**config.mk**
```make
export PLATFORM = sky130hd
export DESIGN_NAME = operand_hazard
export DESIGN_NICKNAME = d
export VERILOG_FILES = /design/src/verilog/issue_pkg.sv /design/src/verilog/operand_hazard.sv
export SDC_FILE = /design/constraint.sdc
export NUM_CORES = 1
export LEC_CHECK = 0
export BUFFER_PORTS_ARGS = -buffer_cell sky130_fd_sc_hd__buf_2
export CORE_AREA = 2 2 194 196
export DETAILED_ROUTE_END_ITERATION = 12
export DIE_AREA = 0 0 196 198
export PLACE_DENSITY = 0.35
export SYNTH_ARGS = -nofsm -noshare
export SYNTH_HDL_FRONTEND = slang
export SYNTH_SLANG_ARGS = --single-unit
```
**constraint.sdc**
```tcl
create_clock -name vclk -period 3.5
set_clock_uncertainty 0.2 [all_clocks]
set_input_delay 0.175 -clock vclk [all_inputs]
set_output_delay 0.175 -clock vclk [all_outputs]
set_load 0.05 [all_outputs]
```
**src/verilog/issue_pkg.sv**
```systemverilog
package issue_pkg;

    // ------------------------------------------------------------------
    // datapath widths
    // ------------------------------------------------------------------
    // integer register and operand width
    localparam int unsigned XLEN            = 64;
    // architectural integer registers
    localparam int unsigned NR_REGS         = 32;
    localparam int unsigned REG_ADDR_BITS   = $clog2(NR_REGS);
    // write-back ports from commit
    localparam int unsigned NR_COMMIT_PORTS = 2;
    // scoreboard tag width
    localparam int unsigned TRANS_ID_BITS   = 3;
    // virtual address width of the PC
    localparam int unsigned VLEN            = 39;

    typedef logic [XLEN-1:0]          xlen_t;
    typedef logic [REG_ADDR_BITS-1:0] reg_addr_t;
    typedef logic [TRANS_ID_BITS-1:0] trans_id_t;
    typedef logic [VLEN-1:0]          vaddr_t;

    // ------------------------------------------------------------------
    // functional units and operators
    // ------------------------------------------------------------------
    // NONE must stay at zero, a cleared register reads as no unit
    typedef enum logic [2:0] {
        NONE      = 3'd0,
        ALU       = 3'd1,
        CTRL_FLOW = 3'd2,
        LOAD      = 3'd3,
        STORE     = 3'd4,
        MULT      = 3'd5,
        CSR       = 3'd6
    } fu_t;

    // reduced operator set, enough for the integer units
    typedef enum logic [3:0] {
        ADD, SUB, AND, OR, XOR, SLL, SRL,
        BEQ, BNE, JALR,
        LD, SD,
        MUL,
        CSRRW
    } fu_op_t;

    // decoded instruction as handed over by the scoreboard
    typedef struct packed {
        vaddr_t    pc;
        trans_id_t trans_id;
        fu_t       fu;
        fu_op_t    op;
        reg_addr_t rs1;
        reg_addr_t rs2;
        reg_addr_t rd;
        // immediate, already sign-extended by decode
        xlen_t     result;
        logic      use_imm;
        logic      use_zimm;
        logic      use_pc;
        // instruction already carries an exception
        logic      ex_valid;
    } issue_instr_t;

    // per register, the unit that is going to write it
    typedef fu_t [NR_REGS-1:0] clobber_t;

    // one write-back port of the commit stage
    typedef struct packed {
        reg_addr_t waddr;
        xlen_t     wdata;
        logic      we;
    } commit_port_t;

    // scoreboard reply for one source operand
    typedef struct packed {
        xlen_t value;
        logic  valid;
    } fwd_port_t;

    // payload toward execute
    typedef struct packed {
        fu_t       fu;
        fu_op_t    operator;
        xlen_t     operand_a;
        xlen_t     operand_b;
        xlen_t     imm;
        trans_id_t trans_id;
    } fu_data_t;

    // one valid per execute unit
    typedef struct packed {
        logic alu;
        logic branch;
        logic lsu;
        logic mult;
        logic csr;
    } fu_valid_t;

endpackage
```
**src/verilog/operand_hazard.sv**
```systemverilog
module operand_hazard (
    input  issue_pkg::issue_instr_t issue_instr_i,
    // clobber list from the scoreboard
    input  issue_pkg::clobber_t     clobber_i,
    // forward replies for rs1 and rs2
    input  issue_pkg::fwd_port_t    fwd_rs1_i,
    input  issue_pkg::fwd_port_t    fwd_rs2_i,
    // commit writes of this cycle
    input  issue_pkg::commit_port_t [issue_pkg::NR_COMMIT_PORTS-1:0] commit_i,
    // take the scoreboard value instead of the register file
    output logic                    fwd_rs1_o,
    output logic                    fwd_rs2_o,
    // an operand is not available yet
    output logic                    stall_o,
    // rd may be claimed by this instruction
    output logic                    waw_ok_o
);

    // units currently owning the source and destination registers
    issue_pkg::fu_t clob_rs1;
    issue_pkg::fu_t clob_rs2;
    issue_pkg::fu_t clob_rd;
    logic           rd_commit_hit;

    assign clob_rs1 = clobber_i[issue_instr_i.rs1];
    assign clob_rs2 = clobber_i[issue_instr_i.rs2];
    assign clob_rd  = clobber_i[issue_instr_i.rd];

    // ------------------------------------------------------------------
    // source operands
    // ------------------------------------------------------------------
    always_comb begin
        stall_o   = 1'b0;
        fwd_rs1_o = 1'b0;
        fwd_rs2_o = 1'b0;

        // rs1 holds the zimm field, nothing to wait for
        if (!issue_instr_i.use_zimm && (clob_rs1 != issue_pkg::NONE)) begin
            // CSR results only reach us through the register file
            if (fwd_rs1_i.valid && (clob_rs1 != issue_pkg::CSR)) begin
                fwd_rs1_o = 1'b1;
            end else begin
                stall_o = 1'b1;
            end
        end

        if (clob_rs2 != issue_pkg::NONE) begin
            if (fwd_rs2_i.valid && (clob_rs2 != issue_pkg::CSR)) begin
                fwd_rs2_o = 1'b1;
            end else begin
                stall_o = 1'b1;
            end
        end
    end

    // ------------------------------------------------------------------
    // write after write on rd
    // ------------------------------------------------------------------
    // the older writer retires this cycle, so rd is free at the edge
    always_comb begin
        rd_commit_hit = 1'b0;
        for (int unsigned i = 0; i < issue_pkg::NR_COMMIT_PORTS; i++) begin
            if (commit_i[i].we && (commit_i[i].waddr == issue_instr_i.rd)) begin
                rd_commit_hit = 1'b1;
            end
        end
    end

    // no pending writer, or the pending one commits right now
    assign waw_ok_o = (clob_rd == issue_pkg::NONE) || rd_commit_hit;

endmodule

```
==> Word level (Yosys, flattened, before mapping) <==
Cells that the tools add are included.
{ "op_classes": {"n_lt_le_gt_ge": 3, "eq_ne": 4, "mux": 16, "n_reduce_logical": 10} }
{ "ops": {"columns": ["cell", "count"], "rows": [
  ["binary-select mux 3 bit (select 5 bit)", 3],
  ["< comparator 5 x 6 -> 1 bit, second input constant", 3],
  ["equality test 5 bit", 2],
  ["two-way mux 1 bit", 10],
  ["two-way mux 3 bit", 3],
  ["!= test 3 bit, second input constant", 2],
  ["nonzero test 3 bit", 2],
  ["logical AND 1 bit", 5],
  ["logical NOT 3 bit", 1],
  ["logical NOT 1 bit", 1],
  ["logical OR 1 bit", 1]
]} }
{ "totals": {"register_bits": 0, "inputBits": 498, "out_inout_bits": 4, "wordCells": 33} }

==> Depth between registers and ports, before layout <==
{ "depth": {"depth_word": 8, "depth_mapped": 9, "mapped_depth_nobuf": 6} }

==> Worst setup path before layout <==
No wires, ideal clock.
{ "synth_timing": {"path_kind": "input to output", "startpoint": "input issue_instr_i[78] in the netlist's numbering", "endpoint": "output fwd_rs1_o", "arrival_ns": 2.495, "t_required_ns": 3.125, "setup_slack_ns": 0.630, "cell_stages": 7, "n_path_buf": 2, "path_cell_list": "buf_6 -> buf_12 -> mux4_1 -> mux4_2 -> mux2i_4 -> xor2_1 -> a21oi_1"} }
{ "synth_between": {"elab_chain_len": 6, "word_cells_on_any_way": 8, "cone_classes": "eq/ne (1); mux (4); reduce/logical (3)"} }
{ "synth_lines": {"columns": ["item", "line", "source"], "rows": [
  ["start: declaration", "operand_hazard.sv:2", "input issue_pkg::issue_instr_t issue_instr_i,"],
  ["binary-select mux 3 bit (select 5 bit) *", "operand_hazard.sv:25", "assign clob_rs1 = clobber_i[issue_instr_i.rs1];"],
  ["two-way mux 3 bit (not written as such) *", "operand_hazard.sv:25", null],
  ["!= test 3 bit", "operand_hazard.sv:40", "if (fwd_rs1_i.valid && (clob_rs1 != issue_pkg::CSR)) begin"],
  ["logical AND 1 bit", "operand_hazard.sv:40", null],
  ["two-way mux 1 bit", "operand_hazard.sv:40", null],
  ["two-way mux 1 bit *", "operand_hazard.sv:38", "if (!issue_instr_i.use_zimm && (clob_rs1 != issue_pkg::NONE)) begin"],
  ["end: declaration", "operand_hazard.sv:11", "output logic fwd_rs1_o,"]
]} }
Every way passes the cells marked *; elsewhere a longest branch is shown, timed or not. The select of a mux whose other input is x is not followed.

==> Final worst setup path <==
{ "layout_timing": {"startpoint": "input issue_instr_i[78] in the netlist's numbering", "endpoint": "output stall_o"} }
{ "layout_between": {"elab_chain_len": 8, "word_cells_on_any_way": 10, "cone_classes": "eq/ne (1); mux (6); reduce/logical (3)"} }
{ "layout_lines": {"columns": ["item", "line", "source"], "rows": [
  ["binary-select mux 3 bit (select 5 bit) *", "operand_hazard.sv:25", null],
  ["two-way mux 3 bit (not written as such) *", "operand_hazard.sv:25", null],
  ["!= test 3 bit", "operand_hazard.sv:40", null],
  ["logical AND 1 bit", "operand_hazard.sv:40", null],
  ["two-way mux 1 bit", "operand_hazard.sv:40", null],
  ["two-way mux 1 bit *", "operand_hazard.sv:38", null],
  ["two-way mux 1 bit", "operand_hazard.sv:48", "if (fwd_rs2_i.valid && (clob_rs2 != issue_pkg::CSR)) begin"],
  ["two-way mux 1 bit *", "operand_hazard.sv:47", "if (clob_rs2 != issue_pkg::NONE) begin"],
  ["end: declaration", "operand_hazard.sv:14", "output logic stall_o,"]
]} }
Marked as above.

==> results.cfg <==
[outcome]
status = finished, final reports clean

[logic_synthesis]
syn-num-nets = 727
yosys_warnings = 0
ys_types = 49
postSynthAreaPerCell_um2 = 10.2
netlist_instances = 229
yosysSeqAreaShare_pct = 0
syn_area_mm2 = 0.00233

[sta]
fin_crit_sh_pct = 93.7
final_max_slew_viol_count = 0
hold_violations = 0
worst_pin_slew_ns = 0.550
max-slew-margin-rel_pct = 63.3
fmax_mhz = 305
final-setup-viol-count = 0
layout_setup_ws_ns = 0.219
fin_setup_tns_ns = 0
holdWs_ns = 0.586
rsz0062_at_grt = false
min_period_ns = 3.28

[cells_and_area]
register_area_um2 = 0
final_layout_size_suffix_gt1_share_pct = 53.1
clkbuf_count = 0
nets = 852
flops_and_latches = 0
syn2layout_area_growth_pct = 53.7
design_area_mm2 = 0.00358
nFillCells = 4335

[power]
netSwitchingFraction_pct = 55.4
ir_worst_vdd_mv = 0.0486
comb_power_share_pct = 100.0
total_power_mw = 0.487
power.internal_mw = 0.217
p_leak_nw = 1.30
p_per_area_mw_per_mm2 = 136
power_switching_mw = 0.270
pwr-share-seq_pct = 0
power_frac_clock_pct = 0

[global_routing]
grt_start_max_net_pins = 23
grt_pass1_vias = 2960
grt_overflow = 0
antenna_found_initial = 2
grt_pass1_wl_mm = 21.5
grt_use_total_pct = 7.69

[run]
maxCapViolCount = 0

[hold_path]
min_path_cells = 4
min_to = waw_ok_o
min_path_type = input port to output port
worstHoldStart = commit_i[70]

[floorplanning]
die_y_um = 198
initial_core_util_pct = 6.30
die-area_mm2 = 0.0388
ios = 502
core_mm2 = 0.0370
die_x_um = 196
rows = 71

[drt]
vias = 2831
ant_nets = 0
drtPass1Iterations = 5
wl_per_cell_um = 18.7
route.detailed.drc = 0
routed_wl_mm = 15.5
drt_iter0_markers = 153
vias_per_cell = 3.42

[critical_path]
critical_path_peak_fanout = 13
arrival_ns = 2.91
critPathKind = input port to output port
critPathLaunchType = input port
end_kind = output port
critPathRequiredTime_ns = 3.12

[placement]
dp_hpwl_mm = 13.9
place_congestion = 0.769
dp_slack_ns = 0.0462
placed_area_mm2 = 0.00357
io_buffers = 130
==> layer usage <==
layer / wire length [um] / vias up / global-route usage [%]
met5: 0 / - / 0
met4: 193 / 0 / 0.870
met3: 821 / 10 / 0.954
met2: 8180 / 117 / 14.8
met1: 6330 / 1434 / 9.33
li1: - / 1270 / -
==> power by group through the flow <==
stage                     Combinational (mW)  Sequential, mW    Clock (mW)
after CTS                              0.495               0             0
after global placement                 0.494               0             0
after detailed placement               0.494               0             0
after floorplan                        0.265               0             0
after global routing                   0.522               0             0
final                                  0.487               0  0.0000000764
==> critical path, stage by stage <==
cell and delay, ns:
clkbuf_4 0.30, mux4_1 0.69, mux4_2 0.55, mux2i_4 0.18, a41oi_2 0.06, a2111oi_2 0.38
a2bb2o_2 0.33, buf_2 0.22
==> what timing repair did <==
action,4_1_cts,5_1_grt
buffers inserted,0,0
hold buffers,0,0
setup endpoints to repair,0,1
gates resized for setup,0,1
==> synthesized netlist by cell type (6+ instances only) <==
library cell	instances	area share, %
nor2_1	7	1.1
mux4_2	33	32
mux2i_1	20	8.6
xor2_1	10	3.8
a21oi_1	9	1.9
clkbuf_1	8	1.3
nor3_1	13	2.8
nor4_1	13	3.5
o21ai_0	6	1.3
nand2_1	7	1.1
nor4b_1	6	2.3
buf_2	8	1.7
mux4_1	11	12
==> worst max-delay path by stage <==
stage / startpoint / to / slack (ns)
finish: issue_instr_i[78] / stall_o / 0.22
floorplan: issue_instr_i[78] / fwd_rs1_o / 0.63
detailed placement: issue_instr_i[78] / stall_o / 0.05
global route: issue_instr_i[78] / stall_o / 0.1
global placement: issue_instr_i[78] / stall_o / 0.06
CTS: issue_instr_i[78] / stall_o / 0.05
==> cell type report <==
cell class / count / area (um^2) / area share [%]
well taps: 474 / 593 / 16.6
multi-input cells: 201 / 2190 / 61.2
repair buffers: 146 / 773 / 21.6
diodes: 2 / 5.00 / 0.140
inverters: 5 / 18.8 / 0.524
==> cells in the final DEF (no fill, tap or decap), types with 7 or more instances in the layout <==
cell type,count
a21oi_1,9
buf_2,129
buf_4,16
mux2i_1,20
mux4_1,11
mux4_2,33
nand2_1,7
nor2_1,7
nor3_1,13
nor4_1,13
xor2_1,10
==> per-stage QoR <==
| step | instances | util (%) |
|---|---|---|
| finish | 828 | 9.69 |
| global route | 826 | 9.68 |
| CTS | 826 | 9.67 |
| detailed placement | 826 | 9.67 |
| global placement | 826 | 9.67 |
| floorplan | 229 | - |
==> cells by family (layout without fill, tap and decap cells) <==
family,Yosys count,after routing,share of synthesized area (%)
compound gates,55,55,18.0
xor+xnor,12,12,4.51
buf+inv,28,151,5.96
mux,68,68,55.3
other cells,0,2,0
simple gates,66,66,16.2
(Power assumes the default switching activity.)
