--- src/verilog/issue_pkg.sv ---
package issue_pkg;

    // ------------------------------------------------------------------
    // datapath widths
    // ------------------------------------------------------------------
    // integer register and operand width
    localparam int unsigned XLEN            = 64;
    // architectural integer registers
    localparam int unsigned NR_REGS         = 32;
    localparam int unsigned REG_ADDR_BITS   = $clog2(NR_REGS);
    // write-back ports from commit
    localparam int unsigned NR_COMMIT_PORTS = 2;
    // scoreboard tag width
    localparam int unsigned TRANS_ID_BITS   = 3;
    // virtual address width of the PC
    localparam int unsigned VLEN            = 39;

    typedef logic [XLEN-1:0]          xlen_t;
    typedef logic [REG_ADDR_BITS-1:0] reg_addr_t;
    typedef logic [TRANS_ID_BITS-1:0] trans_id_t;
    typedef logic [VLEN-1:0]          vaddr_t;

    // ------------------------------------------------------------------
    // functional units and operators
    // ------------------------------------------------------------------
    // NONE must stay at zero, a cleared register reads as no unit
    typedef enum logic [2:0] {
        NONE      = 3'd0,
        ALU       = 3'd1,
        CTRL_FLOW = 3'd2,
        LOAD      = 3'd3,
        STORE     = 3'd4,
        MULT      = 3'd5,
        CSR       = 3'd6
    } fu_t;

    // reduced operator set, enough for the integer units
    typedef enum logic [3:0] {
        ADD, SUB, AND, OR, XOR, SLL, SRL,
        BEQ, BNE, JALR,
        LD, SD,
        MUL,
        CSRRW
    } fu_op_t;

    // decoded instruction as handed over by the scoreboard
    typedef struct packed {
        vaddr_t    pc;
        trans_id_t trans_id;
        fu_t       fu;
        fu_op_t    op;
        reg_addr_t rs1;
        reg_addr_t rs2;
        reg_addr_t rd;
        // immediate, already sign-extended by decode
        xlen_t     result;
        logic      use_imm;
        logic      use_zimm;
        logic      use_pc;
        // instruction already carries an exception
        logic      ex_valid;
    } issue_instr_t;

    // per register, the unit that is going to write it
    typedef fu_t [NR_REGS-1:0] clobber_t;

    // one write-back port of the commit stage
    typedef struct packed {
        reg_addr_t waddr;
        xlen_t     wdata;
        logic      we;
    } commit_port_t;

    // scoreboard reply for one source operand
    typedef struct packed {
        xlen_t value;
        logic  valid;
    } fwd_port_t;

    // payload toward execute
    typedef struct packed {
        fu_t       fu;
        fu_op_t    operator;
        xlen_t     operand_a;
        xlen_t     operand_b;
        xlen_t     imm;
        trans_id_t trans_id;
    } fu_data_t;

    // one valid per execute unit
    typedef struct packed {
        logic alu;
        logic branch;
        logic lsu;
        logic mult;
        logic csr;
    } fu_valid_t;

endpackage
--- src/verilog/issue_ctrl.sv ---
module issue_ctrl (
    input  logic                    clk_i,
    input  logic                    rst_ni,
    input  logic                    flush_i,
    // issue handshake
    input  issue_pkg::issue_instr_t issue_instr_i,
    input  logic                    issue_valid_i,
    output logic                    issue_ack_o,
    // hazard results
    input  logic                    stall_i,
    input  logic                    waw_ok_i,
    // readiness from execute
    input  logic                    flu_ready_i,
    input  logic                    lsu_ready_i,
    // ID/EX register
    input  issue_pkg::fu_data_t     fu_data_i,
    output issue_pkg::fu_data_t     fu_data_o,
    output issue_pkg::fu_valid_t    fu_valid_o
);

    logic                 fu_busy;
    logic                 issue_fire;
    issue_pkg::fu_valid_t fu_valid_d;
    issue_pkg::fu_valid_t fu_valid_q;
    issue_pkg::fu_data_t  fu_data_q;

    // ------------------------------------------------------------------
    // unit busy
    // ------------------------------------------------------------------
    // fixed latency units share one ready, load and store use the lsu
    always_comb begin
        unique case (issue_instr_i.fu)
            issue_pkg::ALU, issue_pkg::CTRL_FLOW, issue_pkg::MULT, issue_pkg::CSR:
                fu_busy = ~flu_ready_i;
            issue_pkg::LOAD, issue_pkg::STORE:
                fu_busy = ~lsu_ready_i;
            default:
                fu_busy = 1'b0;
        endcase
    end

    // ------------------------------------------------------------------
    // issue acknowledge
    // ------------------------------------------------------------------
    always_comb begin
        issue_ack_o = 1'b0;
        if (issue_valid_i) begin
            // operands ready, unit free and rd not claimed twice
            if (!stall_i && !fu_busy && waw_ok_i) begin
                issue_ack_o = 1'b1;
            end
            // excepting or unit-less instructions just pass through
            if (issue_instr_i.ex_valid || (issue_instr_i.fu == issue_pkg::NONE)) begin
                issue_ack_o = 1'b1;
            end
        end
        // a multiply in execute owns the fixed latency result bus next cycle
        if (fu_valid_q.mult && (issue_instr_i.fu != issue_pkg::MULT)) begin
            issue_ack_o = 1'b0;
        end
    end

    assign issue_fire = issue_valid_i & issue_ack_o;

    // next unit valid, at most one bit
    always_comb begin
        fu_valid_d = '0;
        if (issue_fire && !issue_instr_i.ex_valid) begin
            unique case (issue_instr_i.fu)
                issue_pkg::ALU:                      fu_valid_d.alu    = 1'b1;
                issue_pkg::CTRL_FLOW:                fu_valid_d.branch = 1'b1;
                issue_pkg::LOAD, issue_pkg::STORE:   fu_valid_d.lsu    = 1'b1;
                issue_pkg::MULT:                     fu_valid_d.mult   = 1'b1;
                issue_pkg::CSR:                      fu_valid_d.csr    = 1'b1;
                default:                             fu_valid_d        = '0;
            endcase
        end
        // never start a unit on a squashed instruction
        if (flush_i) begin
            fu_valid_d = '0;
        end
    end

    // ------------------------------------------------------------------
    // ID/EX register
    // ------------------------------------------------------------------
    always_ff @(posedge clk_i or negedge rst_ni) begin
        if (!rst_ni) begin
            fu_valid_q <= '0;
        end else begin
            fu_valid_q <= fu_valid_d;
        end
    end

    // payload only moves on an accepted instruction
    always_ff @(posedge clk_i or negedge rst_ni) begin
        if (!rst_ni) begin
            fu_data_q <= '{fu: issue_pkg::NONE, operator: issue_pkg::ADD, default: '0};
        end else if (issue_fire) begin
            fu_data_q <= fu_data_i;
        end
    end

    assign fu_data_o  = fu_data_q;
    assign fu_valid_o = fu_valid_q;

endmodule

--- config.mk ---
export PLATFORM = sky130hd
export DESIGN_NAME = issue_ctrl
export DESIGN_NICKNAME = d
export VERILOG_FILES = /design/src/verilog/issue_pkg.sv /design/src/verilog/issue_ctrl.sv
export SDC_FILE = /design/constraint.sdc
export NUM_CORES = 1
export LEC_CHECK = 0
export BUFFER_PORTS_ARGS = -buffer_cell sky130_fd_sc_hd__buf_2
export CORE_AREA = 2 2 215 217
export CTS_BUF_LIST = sky130_fd_sc_hd__clkbuf_16
export DETAILED_ROUTE_END_ITERATION = 8
export DIE_AREA = 0 0 217 219
export PLACE_DENSITY = 0.42
export RECOVER_POWER = 25
export SLEW_MARGIN = 20
export SYNTH_ARGS = -nofsm -noshare
export SYNTH_HDL_FRONTEND = slang
export SYNTH_SLANG_ARGS = --single-unit
--- constraint.sdc ---
create_clock -name clk_i -period 3.6 [get_ports clk_i]
set_clock_uncertainty 0.2 [all_clocks]
set_input_delay 0 -clock clk_i [delete_from_list [all_inputs] [get_ports clk_i]]
set_output_delay 0 -clock clk_i [all_outputs]
set_load 0.01 [all_outputs]
==> impl_metrics.ini, run 1 <==
[outcome]
status = aborted with a tool error
stop_stage = clock tree synthesis
error = [ERROR RSZ-0060] Max buffer count reached.

[yosys]
synth_compound_area_share_pct = 0.484
yosysUniqueCellTypes = 23
synthCells = 461
synth-simple-area-share_pct = 1.44
synth_top_family_by_area = multiplexers
yosys_warnings = 0
synthMuxAreaShare_pct = 32.7
synthAdderAreaFrac_pct = 0
synth_edf_count = 0
ys_async_sr_fraction_pct = 100
synth_xor_area_share_pct = 0
ys_seq_area_share_pct = 62.6
postSynthAreaPerCell_um2 = 17.9
synthFlopType = dfrtp_1
ys_ff_latch = 207
syn_area_um2 = 8270
synth_nets = 803

[cts]
cts_setup_buffers = 0
htreeDepth = 1
clock_path_buffers = 3
cts.repair.resized = 0
root_buffer = clkbuf_16
cts.sinks = 207
cts_buffers = 26
holdBufCountCts = 302

[die]
initial_utilization_pct = 18.3
rows = 78
io_pins = 550
die_h_um = 219
die_w_um = 217

[place]
gp_congestion = 0.708
port_buffers = 421
dpl_worst_slack_ns = 1.29
dp_hpwl_um = 15400
[stage by stage]
| stage | cell area [µm²] | util [%] | std cells |
|---|---|---|---|
| global placement | 11000 | 24.4 | 1462 |
| floorplan | 8270 | - | 461 |
| detailed placement | 11000 | 24.4 | 1462 |
[synth_stat cells (all sizes together) (2+ instances only)]
master | count | area (µm²)
nand3b | 3 | 22.5
nor3b | 2 | 15.0
buf | 24 | 218
dfrtp | 207 | 5180
a21oi | 2 | 10.0
inv | 2 | 7.51
mux2 | 202 | 2700
nand2 | 2 | 7.51
nor4 | 4 | 25.0
nor2 | 3 | 11.3
[cell families after synthesis]
family | Yosys count
buf+inv | 27
flops | 207
mux | 202
simple gates | 19
compound gates | 6
==> run 2, diff against run 1 <==
CORE_AREA = 2 2 216 218   (was 2 2 215 217)
CTS_BUF_LIST = not set   (was sky130_fd_sc_hd__clkbuf_16)
DIE_AREA = 0 0 218 220   (was 0 0 217 219)
PLACE_DENSITY = not set   (was 0.42)
PLACE_DENSITY_LB_ADDON = 0.15   (was not set)
==> impl_metrics.ini, run 2 <==
[grt]
use_met2_pct = 17.2
top_usage_layer = met2
grt_usage_pct = 10.1
grt_max_degree = 109
grt_antenna_before_repair = 1
gr-usage-met3_pct = 3.33
overflow = 0
use_met1_pct = 11.8
grt_first_pass_wirelength_um = 38500
grt_pass1_vias = 6975

[cts]
root_buffer = clkbuf_16
cts.repair.resized = 0
cts_buffers = 26
htreeDepth = 1
cts.sinks = 207
cts_tree = done
clock_latency_ns = 0.54
clkTransAtPathRegs_ns = 0.06
clock_path_buffers = 3

[critical_path]
cp_max_fo = 100
worstPathRequired_ns = 3.83
worstPathArrival_ns = 2.79
endpoint_kind = flip-flop
critical_path_class = reg -> reg
crit-reg2reg-capture = fu_valid_o[3]$_DFF_PN0_
crit_path_start_kind = flip-flop
path_buf_inv = 2
crit_chain = or4_1 > o221ai_1 > a22oi_2 > buf_12 > nor4_1 > dlygate4sd3_1
slowest_delay_ns = 0.58
reg2reg_depth = 6
cp_slowest_cell = dlygate4sd3_1
crit_family = buffers and inverters
timing.rr.start = fu_valid_o[1]$_DFF_PN0_
r2r_slack_ns = 1.04

[timing]
finalHoldViolations = 0
setup_viol = 0
tightest_slew_ns = 1.41
maxSlewViolCount = 0
fmax_mhz = 390
timing.setup.tns_ns = 0
rsz0062_at_grt = false
fin_crit_ns = 2.56
slew_headroom_pct = 6.12
finalCritPeriodShare_pct = 71.2

[routing]
firstDrtPassIters = 4
drt_iter0_drc = 153
wl_um = 25700
ant_nets = 0
avgViaCountPerCell = 3.64
avgRoutedWirePerCell_um = 14.2
vias = 6597
drc = 0

[yosys]
synthFlopType = dfrtp_1
synth_edf_count = 0
postSynthAreaPerCell_um2 = 17.9
synth_top_area_share_pct = 62.6
yosysUniqueCellTypes = 23
syn_area_um2 = 8270
yosysMostFrequentCell = dfrtp_1
ys_seq_area_share_pct = 62.6
synth_area_leaders = dfrtp_1 63%, mux2_4 21%, mux2_2 12%, buf_6 1.9%, buf_2 0.54%
ys_ff_latch = 207
synth_nets = 803
yosys_warnings = 0
synth_area_leader_cell = dfrtp_1
ys_async_sr_fraction_pct = 100
synthCells = 461
synth_commonest_cells = 207 x dfrtp_1, 114 x mux2_4, 88 x mux2_2, 14 x buf_6, 9 x buf_2

[power]
leakage_uw = 0.00710
p_total_uw = 7280
ir_drop_mv = 0.300
p_per_area_nw_per_um2 = 494

[layout]
final_common_cell = buf_2
stdcell_count = 1812
num_antenna_cells = 0
syn_to_final_growth_pct = 78.5
mostFrequentLayoutCells = 384 x buf_2, 296 x dlygate4sd3_1, 207 x dfrtp_1
nFillCells = 4618
nets = 1528
drive_gt1_share_pct = 52.3
largest_reg_flops = 202

[worst_hold_path]
hold_depth = 3
min_from = fu_data_i[8]
hold_end = fu_data_o[8]$_DFFE_PN0P_
hold_class = in -> reg

[flow_run]
drv_cap = 0

[place]
gp_congestion = 0.692
port_buffers = 421
dp.cells = 1468
dp_hpwl_um = 16200

[die]
die_w_um = 218
initial_utilization_pct = 18.0
rows = 79
design.core.area_um2 = 45900
die_area_um2 = 48000
io_pins = 550
die_h_um = 220

[outcome]
status = completed
## run 2: what timing repair did
| item | in CTS | in global routing |
|---|---|---|
| setup endpoints to repair | 0 | 0 |
| hold endpoints to repair | 414 | 1 |
| hold buffers | 296 | 1 |
| setup buffers | 0 | 0 |
## run 2: area by class of cell
cell class              instances  area [µm²]  share of cell area, %
well taps                     607         759                   5.15
repair buffers                722        5100                   34.5
inverters                       2        7.51                 0.0509
multi-input cells             227        2870                   19.4
flip-flops and latches        207        5180                   35.1
clock inverters                 3        40.0                  0.271
clock buffers                  44         810                   5.48
## run 2: how the worst max path moves through the flow
stage / startpoint / end / slack, ns / depth (start not counted)
after floorplan: fu_valid_o[1]$_DFF_PN0_ / fu_data_o[100]$_DFFE_PN0P_ / 1.56 / 7
after global placement: fu_valid_o[1]$_DFF_PN0_ / fu_data_o[188]$_DFFE_PN0P_ / 1.18 / 5
after detailed placement: fu_valid_o[1]$_DFF_PN0_ / fu_data_o[188]$_DFFE_PN0P_ / 1.16 / 5
after CTS: fu_valid_o[1]$_DFF_PN0_ / issue_ack_o / 0.95 / 6
after global routing: rst_ni / fu_data_o[175]$_DFFE_PN0P_ / 0.73 / 4
final: fu_valid_o[1]$_DFF_PN0_ / fu_valid_o[3]$_DFF_PN0_ / 1.04 / 6
## run 2: routing by layer
metal	vias up	part of all wire, %	wire, µm
met5	-	0	0
met4	0	3.3	836
met3	46	8.1	2080
met2	251	49	12700
met1	3226	39	10100
li1	3074	-	-
## run 2: stage by stage
step	util (%)	worst slack (ns)	area (µm²)	hold slack, ns
final	32.2	1.04	14800	0.0234
after global routing	32.2	0.731	14800	0.00437
after CTS	32.4	0.953	14800	0.0000335
after detailed placement	24.0	1.16	11000	-0.0325
after global placement	24.0	1.18	11000	-0.0195
after floorplan	-	1.56	8270	-0.496
## run 2: cell families (layout without fill, tap and decap cells)
group / count (synthesis) / in the layout / synth area share (%)
multiplexers: 202 / 202 / 32.7
flip-flops: 207 / 207 / 62.6
AO/OA/AOI/OAI: 6 / 6 / 0.484
buffers and inverters: 27 / 771 / 2.77
AND/OR/NAND/NOR: 19 / 19 / 1.44
## run 2: worst min-delay path: cells and delay by family
kind | cells | cell delay [ns]
multiplexers | 1 | 0.13
buffers and inverters | 2 | 0.60
## run 2: power by group
group	total [µW]	leakage, µW	switching, µW	internal (µW)
combinational	1770	0.00425	742	1020
sequential	2920	0.00244	197	2720
clock	2600	0.000417	1020	1580
total	7280	0.00710	1950	5330
Note: power is estimated with default switching activity, not from simulation.
