<file path="src/verilog/issue_pkg.sv">
package issue_pkg;

    // ------------------------------------------------------------------
    // datapath widths
    // ------------------------------------------------------------------
    // integer register and operand width
    localparam int unsigned XLEN            = 64;
    // architectural integer registers
    localparam int unsigned NR_REGS         = 32;
    localparam int unsigned REG_ADDR_BITS   = $clog2(NR_REGS);
    // write-back ports from commit
    localparam int unsigned NR_COMMIT_PORTS = 2;
    // scoreboard tag width
    localparam int unsigned TRANS_ID_BITS   = 3;
    // virtual address width of the PC
    localparam int unsigned VLEN            = 39;

    typedef logic [XLEN-1:0]          xlen_t;
    typedef logic [REG_ADDR_BITS-1:0] reg_addr_t;
    typedef logic [TRANS_ID_BITS-1:0] trans_id_t;
    typedef logic [VLEN-1:0]          vaddr_t;

    // ------------------------------------------------------------------
    // functional units and operators
    // ------------------------------------------------------------------
    // NONE must stay at zero, a cleared register reads as no unit
    typedef enum logic [2:0] {
        NONE      = 3'd0,
        ALU       = 3'd1,
        CTRL_FLOW = 3'd2,
        LOAD      = 3'd3,
        STORE     = 3'd4,
        MULT      = 3'd5,
        CSR       = 3'd6
    } fu_t;

    // reduced operator set, enough for the integer units
    typedef enum logic [3:0] {
        ADD, SUB, AND, OR, XOR, SLL, SRL,
        BEQ, BNE, JALR,
        LD, SD,
        MUL,
        CSRRW
    } fu_op_t;

    // decoded instruction as handed over by the scoreboard
    typedef struct packed {
        vaddr_t    pc;
        trans_id_t trans_id;
        fu_t       fu;
        fu_op_t    op;
        reg_addr_t rs1;
        reg_addr_t rs2;
        reg_addr_t rd;
        // immediate, already sign-extended by decode
        xlen_t     result;
        logic      use_imm;
        logic      use_zimm;
        logic      use_pc;
        // instruction already carries an exception
        logic      ex_valid;
    } issue_instr_t;

    // per register, the unit that is going to write it
    typedef fu_t [NR_REGS-1:0] clobber_t;

    // one write-back port of the commit stage
    typedef struct packed {
        reg_addr_t waddr;
        xlen_t     wdata;
        logic      we;
    } commit_port_t;

    // scoreboard reply for one source operand
    typedef struct packed {
        xlen_t value;
        logic  valid;
    } fwd_port_t;

    // payload toward execute
    typedef struct packed {
        fu_t       fu;
        fu_op_t    operator;
        xlen_t     operand_a;
        xlen_t     operand_b;
        xlen_t     imm;
        trans_id_t trans_id;
    } fu_data_t;

    // one valid per execute unit
    typedef struct packed {
        logic alu;
        logic branch;
        logic lsu;
        logic mult;
        logic csr;
    } fu_valid_t;

endpackage
</file>
<file path="src/verilog/operand_select.sv">
module operand_select (
    input  issue_pkg::issue_instr_t issue_instr_i,
    // register file read data
    input  issue_pkg::xlen_t        rdata_a_i,
    input  issue_pkg::xlen_t        rdata_b_i,
    // scoreboard replies and their enables from the hazard check
    input  issue_pkg::fwd_port_t    fwd_rs1_i,
    input  issue_pkg::fwd_port_t    fwd_rs2_i,
    input  logic                    fwd_rs1_en_i,
    input  logic                    fwd_rs2_en_i,
    // payload for the ID/EX register
    output issue_pkg::fu_data_t     fu_data_o
);

    // pc and zimm widened to the operand width
    issue_pkg::xlen_t pc_sext;
    issue_pkg::xlen_t zimm_zext;
    logic             imm_to_b;

    assign pc_sext = {{(issue_pkg::XLEN - issue_pkg::VLEN){issue_instr_i.pc[issue_pkg::VLEN-1]}},
                      issue_instr_i.pc};
    assign zimm_zext = {{(issue_pkg::XLEN - issue_pkg::REG_ADDR_BITS){1'b0}}, issue_instr_i.rs1};

    // stores keep rs2 as data and branches compare rs2, imm travels separately
    assign imm_to_b = issue_instr_i.use_imm
                   && (issue_instr_i.fu != issue_pkg::STORE)
                   && (issue_instr_i.fu != issue_pkg::CTRL_FLOW);

    // ------------------------------------------------------------------
    // operand muxes
    // ------------------------------------------------------------------
    always_comb begin
        fu_data_o.fu       = issue_instr_i.fu;
        fu_data_o.operator = issue_instr_i.op;
        fu_data_o.trans_id = issue_instr_i.trans_id;
        // imm always carries the decoded immediate
        fu_data_o.imm      = issue_instr_i.result;

        // operand a, later choices override earlier ones
        fu_data_o.operand_a = fwd_rs1_en_i ? fwd_rs1_i.value : rdata_a_i;
        if (issue_instr_i.use_pc) begin
            fu_data_o.operand_a = pc_sext;
        end
        if (issue_instr_i.use_zimm) begin
            fu_data_o.operand_a = zimm_zext;
        end

        // operand b
        fu_data_o.operand_b = fwd_rs2_en_i ? fwd_rs2_i.value : rdata_b_i;
        if (imm_to_b) begin
            fu_data_o.operand_b = issue_instr_i.result;
        end
    end

endmodule

</file>
<file path="config.mk">
export PLATFORM = sky130hd
export DESIGN_NAME = operand_select
export DESIGN_NICKNAME = d
export VERILOG_FILES = /design/src/verilog/issue_pkg.sv /design/src/verilog/operand_select.sv
export SDC_FILE = /design/constraint.sdc
export NUM_CORES = 1
export LEC_CHECK = 0
export BUFFER_PORTS_ARGS = -buffer_cell sky130_fd_sc_hd__buf_2
export CORE_AREA = 4 4 231 233
export DETAILED_ROUTE_END_ITERATION = 6
export DIE_AREA = 0 0 235 237
export PLACE_DENSITY = 0.37
export SYNTH_ARGS = -nofsm -noshare
export SYNTH_HDL_FRONTEND = slang
export SYNTH_SLANG_ARGS = --single-unit
</file>
<file path="constraint.sdc">
create_clock -name vclk -period 2.3
set_input_delay 0.46 -clock vclk [all_inputs]
set_output_delay 0.46 -clock vclk [all_outputs]
set_load 0.05 [all_outputs]
</file>
-- Word level (Yosys, flattened, before mapping)
Cells that the tools add are included.
- $add $sub $neg: 0
- multiply operators: 0
- div/mod/pow operators: 0
- magnitude comparators: 0
- equal/unequal tests: 2
- shifts and indexed selects: 0
- mux-type cells: 5
- bitwise operators: 0
- reduce and logical (&&, ||, !) cells: 2
- operators with widths (cell ; count):
    $mux 64 ; 5
    $ne 3x2->1 const B ; 1
    $ne 3x3->1 const B ; 1
    $logic_and 1x1->1 ; 2
- flip-flop bits (word level): 0
- latch bits: 0
- RAM bits: 0
- bits in read-only memories: 0
- bits of input ports: 392
- output and inout port bits: 202
- word-level logic and storage cells: 9
- memories kept: 0

-- Depth between registers and ports, before layout
Gate-level depths: netlist of the first run.
- word-level depth: 4
- depth in mapped cells: 5
- mapped depth without buffers: 3

-- Worst setup path before layout of the first run
OpenSTA, ideal clock, no wires.
- path kind: input to output
- from: input fwd_rs1_en_i
- to: output fu_data_o[135] in the netlist's numbering
- arrival time: 2.153 ns
- required time: 1.840 ns
- path slack: -0.313 ns
- stages on the path: 5
- buffers on the path: 2
- cells stage by stage: buf_2 buf_2 mux2_2 mux2i_1 o21ai_0
- RTL lines (element ; RTL line ; source):
    start, declared ; operand_select.sv:9 ; input logic fwd_rs1_en_i,
    end, declared ; operand_select.sv:12 ; output issue_pkg::fu_data_t fu_data_o

==> results of run 1 <==
## power by group
group	switching (mW)	internal, mW
combinational	1.54	0.796
clock	0	0.000000475
sequential	0	0
## stage by stage
step | hold WS [ps] | cells | TNS (ps) | instance area [um^2] | worst slack (ps)
after CTS | 920.3 | 1597 | -4.149 | 6904 | -4.149
after global placement | 920.3 | 1595 | -3269 | 6853 | -89.77
after global routing | 920.1 | 1599 | -73.36 | 6972 | -16.84
after floorplan | 1087 | 441 | -40.25 | 3692 | -6.708
after detailed placement | 920.3 | 1595 | -3008 | 6853 | -95.57
final | 920.0 | 1606 | 0 | 6989 | 42.40
## final timing paths
path	start	endpoint	slack, ps
max	issue_instr_i[88]	fu_data_o[96]	40
min	issue_instr_i[86]	fu_data_o[198]	920
## metal layers
metal  up-vias  global-route usage, %
li1       2454                      -
met1      2446                  14.82
met2       196                  17.56
met3         8                  2.574
met4         8                0.03580
met5         -                      0
## Yosys cell counts
| library cell | n | area [um^2] |
|---|---|---|
| mux2_1 | 5 | 56.30 |
| xnor2_1 | 1 | 8.760 |
| nor2b_1 | 26 | 162.7 |
| nor2_1 | 59 | 221.5 |
| clkbuf_1 | 11 | 41.29 |
| inv_1 | 1 | 3.750 |
| a21o_1 | 1 | 7.510 |
| buf_2 | 18 | 90.09 |
| o21ai_0 | 5 | 25.02 |
| buf_4 | 76 | 570.6 |
| mux2_2 | 161 | 1813 |
| buf_1 | 1 | 3.750 |
| mux2i_1 | 38 | 380.4 |
| nand2_1 | 5 | 18.77 |
| a211oi_1 | 26 | 195.2 |
| o21ai_4 | 1 | 16.27 |
| buf_6 | 6 | 67.56 |
## logic make-up after synthesis
family / Yosys count
compound gates: 33
xor+xnor: 1
buf+inv: 113
mux: 204
simple gates: 90
## repair_timing
item,in CTS,in global routing
hold endpoints to repair,0,0
gates resized for setup,12,39
setup endpoints to repair,63,63
pin swaps,1,1
cloned,0,0
hold buffers,0,0
setup buffers,3,0
## final cells by class
type | count | area [um^2]
antenna | 9 | 22.52
timing repair buffer | 588 | 3197
fill | 5975 | 44210
tap | 680 | 850.8
multi-input combinational | 328 | 2915
inverter | 1 | 3.754
==> results.toml, run 1 <==
[run_status]
status = "finished clean"

[synthesis]
synth_nets = 833
synth_simple_gate_area_share_pct = 10.94
syn_inst = 441
synth_cell_types = 17
synth-compound-area-share_pct = 6.626
synthXorXnorAreaFrac_pct = 0.2379
synth_top_family_by_area = "multiplexers"
syn_area_per_cell_um2 = 8.350
ys_warn_count = 0
synth_fa_ha_area_share_pct = 0
synth.mux.area_fraction_pct = 61.09
yosysSeqAreaShare_pct = 0
syn_area_um2 = 3682

[global_routing]
grt_pass1_wl_um = 42460
track_usage_pct = 10.58
antenna_found_initial = 31
grt_overflow = 0
grt_pass1_vias = 5084
grt_max_degree = 34

[layout]
layout_common_cells = "544 x buf_2, 162 x mux2_2, 55 x nor2_1"
final_layout_size_suffix_gt1_share_pct = 82.33
seqCellArea_um2 = 0
n_sequential_cell = 0
area_growth_pct = 89.81
final_common_cell = "buf_2"
num-clock-buffers = 0
fin_nets = 1311
post-route-util_pct = 13.65

[die]
initial_core_util_pct = 7.192
io_pins = 594
core_um2 = 51200
die-area_um2 = 55700
rows = 83
die_x_um = 235
die_h_um = 237

[min_path]
hold-path-cell-count = 0
hold_path_class = "input port to primary output"

[run]
max_cap_viol_count = 0

[setup_path]
crit_fanout = 32
crit_cells = 6
cpPeakStageDelay_ps = 400
cp.required_ps = 1840
path_cells = "buf_2 > xnor2_1 > o21ai_4 > buf_12 > mux2_2 > buf_4"
path_delay_family = "buffers and inverters"
cp-start-kind = "input port"
crit_arrival_ps = 1800
cpMaxStageDelayCell = "mux2_2"
path_buf_inv = 3
criticalPathCategory = "input port to primary output"
critPathCaptureType = "primary output"

[route]
ant_nets = 0
drc = 0
wl_met1_um = 14590
wl_met2_um = 15760
top_layer_used = "met5"
totalWireLength_um = 32910
vias = 5112
wl_met3_um = 2491
post_drt_wl_per_cell_um = 20.49
viasPerCell = 3.183
drt_iter0_drc = 263
first_pass_iters = 4

[timing]
fmax_mhz = 442.9
post-route-period-util_pct = 98.16
setup_violations = 0
hold_viol_final = 0
maxSlewViolCount = 0
min_period_ps = 2258
rsz0062_at_grt = "yes"
worst_pin_slew_ps = 327.8
slew_headroom_pct = 77.52

[pwr]
peakVddDrop_v = 0.00009382
finalPower_mw = 2.334
powerDensity_nw_per_um2 = 333.9
p_leak_nw = 3.572

[placed_design]
gp_congestion = 0.9365
dpl.hpwl_um = 30430
portBuffers = 567
(Power assumes the default switching activity.)
==> inputs of run 2 (changes only) <==
PLACE_DENSITY = unset   (was 0.37)
PLACE_DENSITY_LB_ADDON = 0.1   (was unset)
==> run 2 against run 1 <==
Compared with the run above: setup slack got worse by 28 ps; die area did not move; via count fell by 1.9%; cell count rose by 0.87%; design area rose by 6.8%; largest cell class unchanged.
==> results.toml, run 2 (synthesis gave the netlist of run 1 again) <==
[layout]
area_growth_pct = 102.7
final_common_cell = "buf_2"
layout_common_cells = "501 x buf_2, 161 x mux2_2, 55 x nor2_1"
design_area_um2 = 7465
seqCellArea_um2 = 0
n_sequential_cell = 0
fin_cells = 1620
fin_nets = 1330
final_layout_size_suffix_gt1_share_pct = 82.80
num-clock-buffers = 0

[timing]
setup_violations = 0
fmax_mhz = 437.5
post-route-period-util_pct = 99.39
rsz0062_at_grt = "yes"
slew_headroom_pct = 77.37
hold_viol_final = 0
min_period_ps = 2286
maxSlewViolCount = 0
worst_pin_slew_ps = 337.5
setup_tns_ps = 0

[global_routing]
grt_max_degree = 32
antenna_found_initial = 9
grt_pass1_wl_um = 38700
track_usage_pct = 9.347
grt_overflow = 0
grt_pass1_vias = 5166

[setup_path]
cpMaxStageDelayCell = "mux2_2"
cp.required_ps = 1840
crit_path_frequent_cell = "buf_4"
crit_arrival_ps = 1830
path_cells = "buf_2 > xnor2_4 > o21ai_4 > buf_4 > clkbuf_16 > mux2_2 > buf_4"
cpPeakStageDelay_ps = 330
cp-start-kind = "input port"
critPathCaptureType = "primary output"
criticalPathCategory = "input port to primary output"
crit_fanout = 8

[die]
die_x_um = 235
rows = 83
die_h_um = 237
core_um2 = 51200
initial_core_util_pct = 7.192
die-area_um2 = 55700
io_pins = 594

[run_status]
status = "finished clean"

[placed_design]
gp_congestion = 0.7981
dp_cells = 1611
dpl_cell_area_um2 = 7000
portBuffers = 567
dpl.hpwl_um = 25830

[route]
post_drt_wl_per_cell_um = 17.90
vias = 5014
viasPerCell = 3.095
drt_iter0_drc = 106
ant_nets = 0
first_pass_iters = 5
totalWireLength_um = 29000
drc = 0

[cts]
cts_hold_buf = 0

[min_path]
hp-start = "issue_instr_i[90]"
min_to = "fu_data_o[0]"
hold-path-cell-count = 0
hold_path_class = "input port to primary output"

[run]
max_cap_viol_count = 0

[pwr]
peakVddDrop_v = 0.0001292
powerDensity_nw_per_um2 = 329.0
p_leak_nw = 3.788
==> run 2: critical path, delay by kind of cell <==
kind | cells | cell delay [ps]
compound gates | 1 | 160
xor+xnor | 1 | 170
buf+inv | 4 | 700
mux | 1 | 330
==> run 2: what timing repair did <==
action                                  CTS  global route
pin swaps                                 1             0
endpoints found under the setup margin   36            64
gates cloned                              2             1
setup buffers                             3             0
resized for setup                        63            80
==> run 2: through the flow <==
| stage | power, mW | setup slack, ps | utilization (%) | hold slack [ps] |
|---|---|---|---|---|
| CTS | 2.418 | -37.06 | 14.22 | 920.3 |
| detailed placement | 2.290 | -64.73 | 13.67 | 920.3 |
| floorplan | 1.630 | -6.708 | - | 1087 |
| finish | 2.456 | 14.06 | 14.58 | 920.0 |
| global route | 2.589 | -21.90 | 14.58 | 920.1 |
| global placement | 2.301 | -85.62 | 13.67 | 920.3 |
==> run 2: how the worst max path moves through the flow <==
| stage | to | from | cells after the start | slack [ps] |
|---|---|---|---|---|
| 6_report | fu_data_o[110] | issue_instr_i[88] | 7 | 10 |
| 5_1_grt | fu_data_o[90] | issue_instr_i[88] | 7 | -20 |
| 4_1_cts | fu_data_o[104] | issue_instr_i[88] | 8 | -40 |
| 3_5_place_dp | fu_data_o[67] | issue_instr_i[88] | 6 | -60 |
| 3_3_place_gp | fu_data_o[67] | issue_instr_i[88] | 6 | -90 |
| 2_1_floorplan | fu_data_o[177] | fwd_rs1_en_i | 5 | -7 |
==> run 2: cell type report <==
type | count | area, um^2
repair buffers | 607 | 3662
diodes | 4 | 10.01
inverters | 1 | 3.754
multi-input cells | 328 | 2938
fillers | 5987 | 43730
well taps | 680 | 850.8
==> run 2: layer usage <==
metal,global-route usage [%],vias up,share of wire (%),routed length (um)
met4,0.6445,0,0.44,129
met3,0.6988,8,3.7,1070
met2,18.29,161,56,16220
met1,11.60,2355,40,11580
met5,0,-,0,0
li1,-,2490,-,-
==> run 2: report_power, final <==
group / total, mW / leakage (nW) / internal [mW] / switching [mW]
Sequential: 0 / 0 / 0 / 0
Combinational: 2.46 / 3.79 / 0.933 / 1.52
Clock: 0.000000217 / 0.0000254 / 0.000000217 / 0
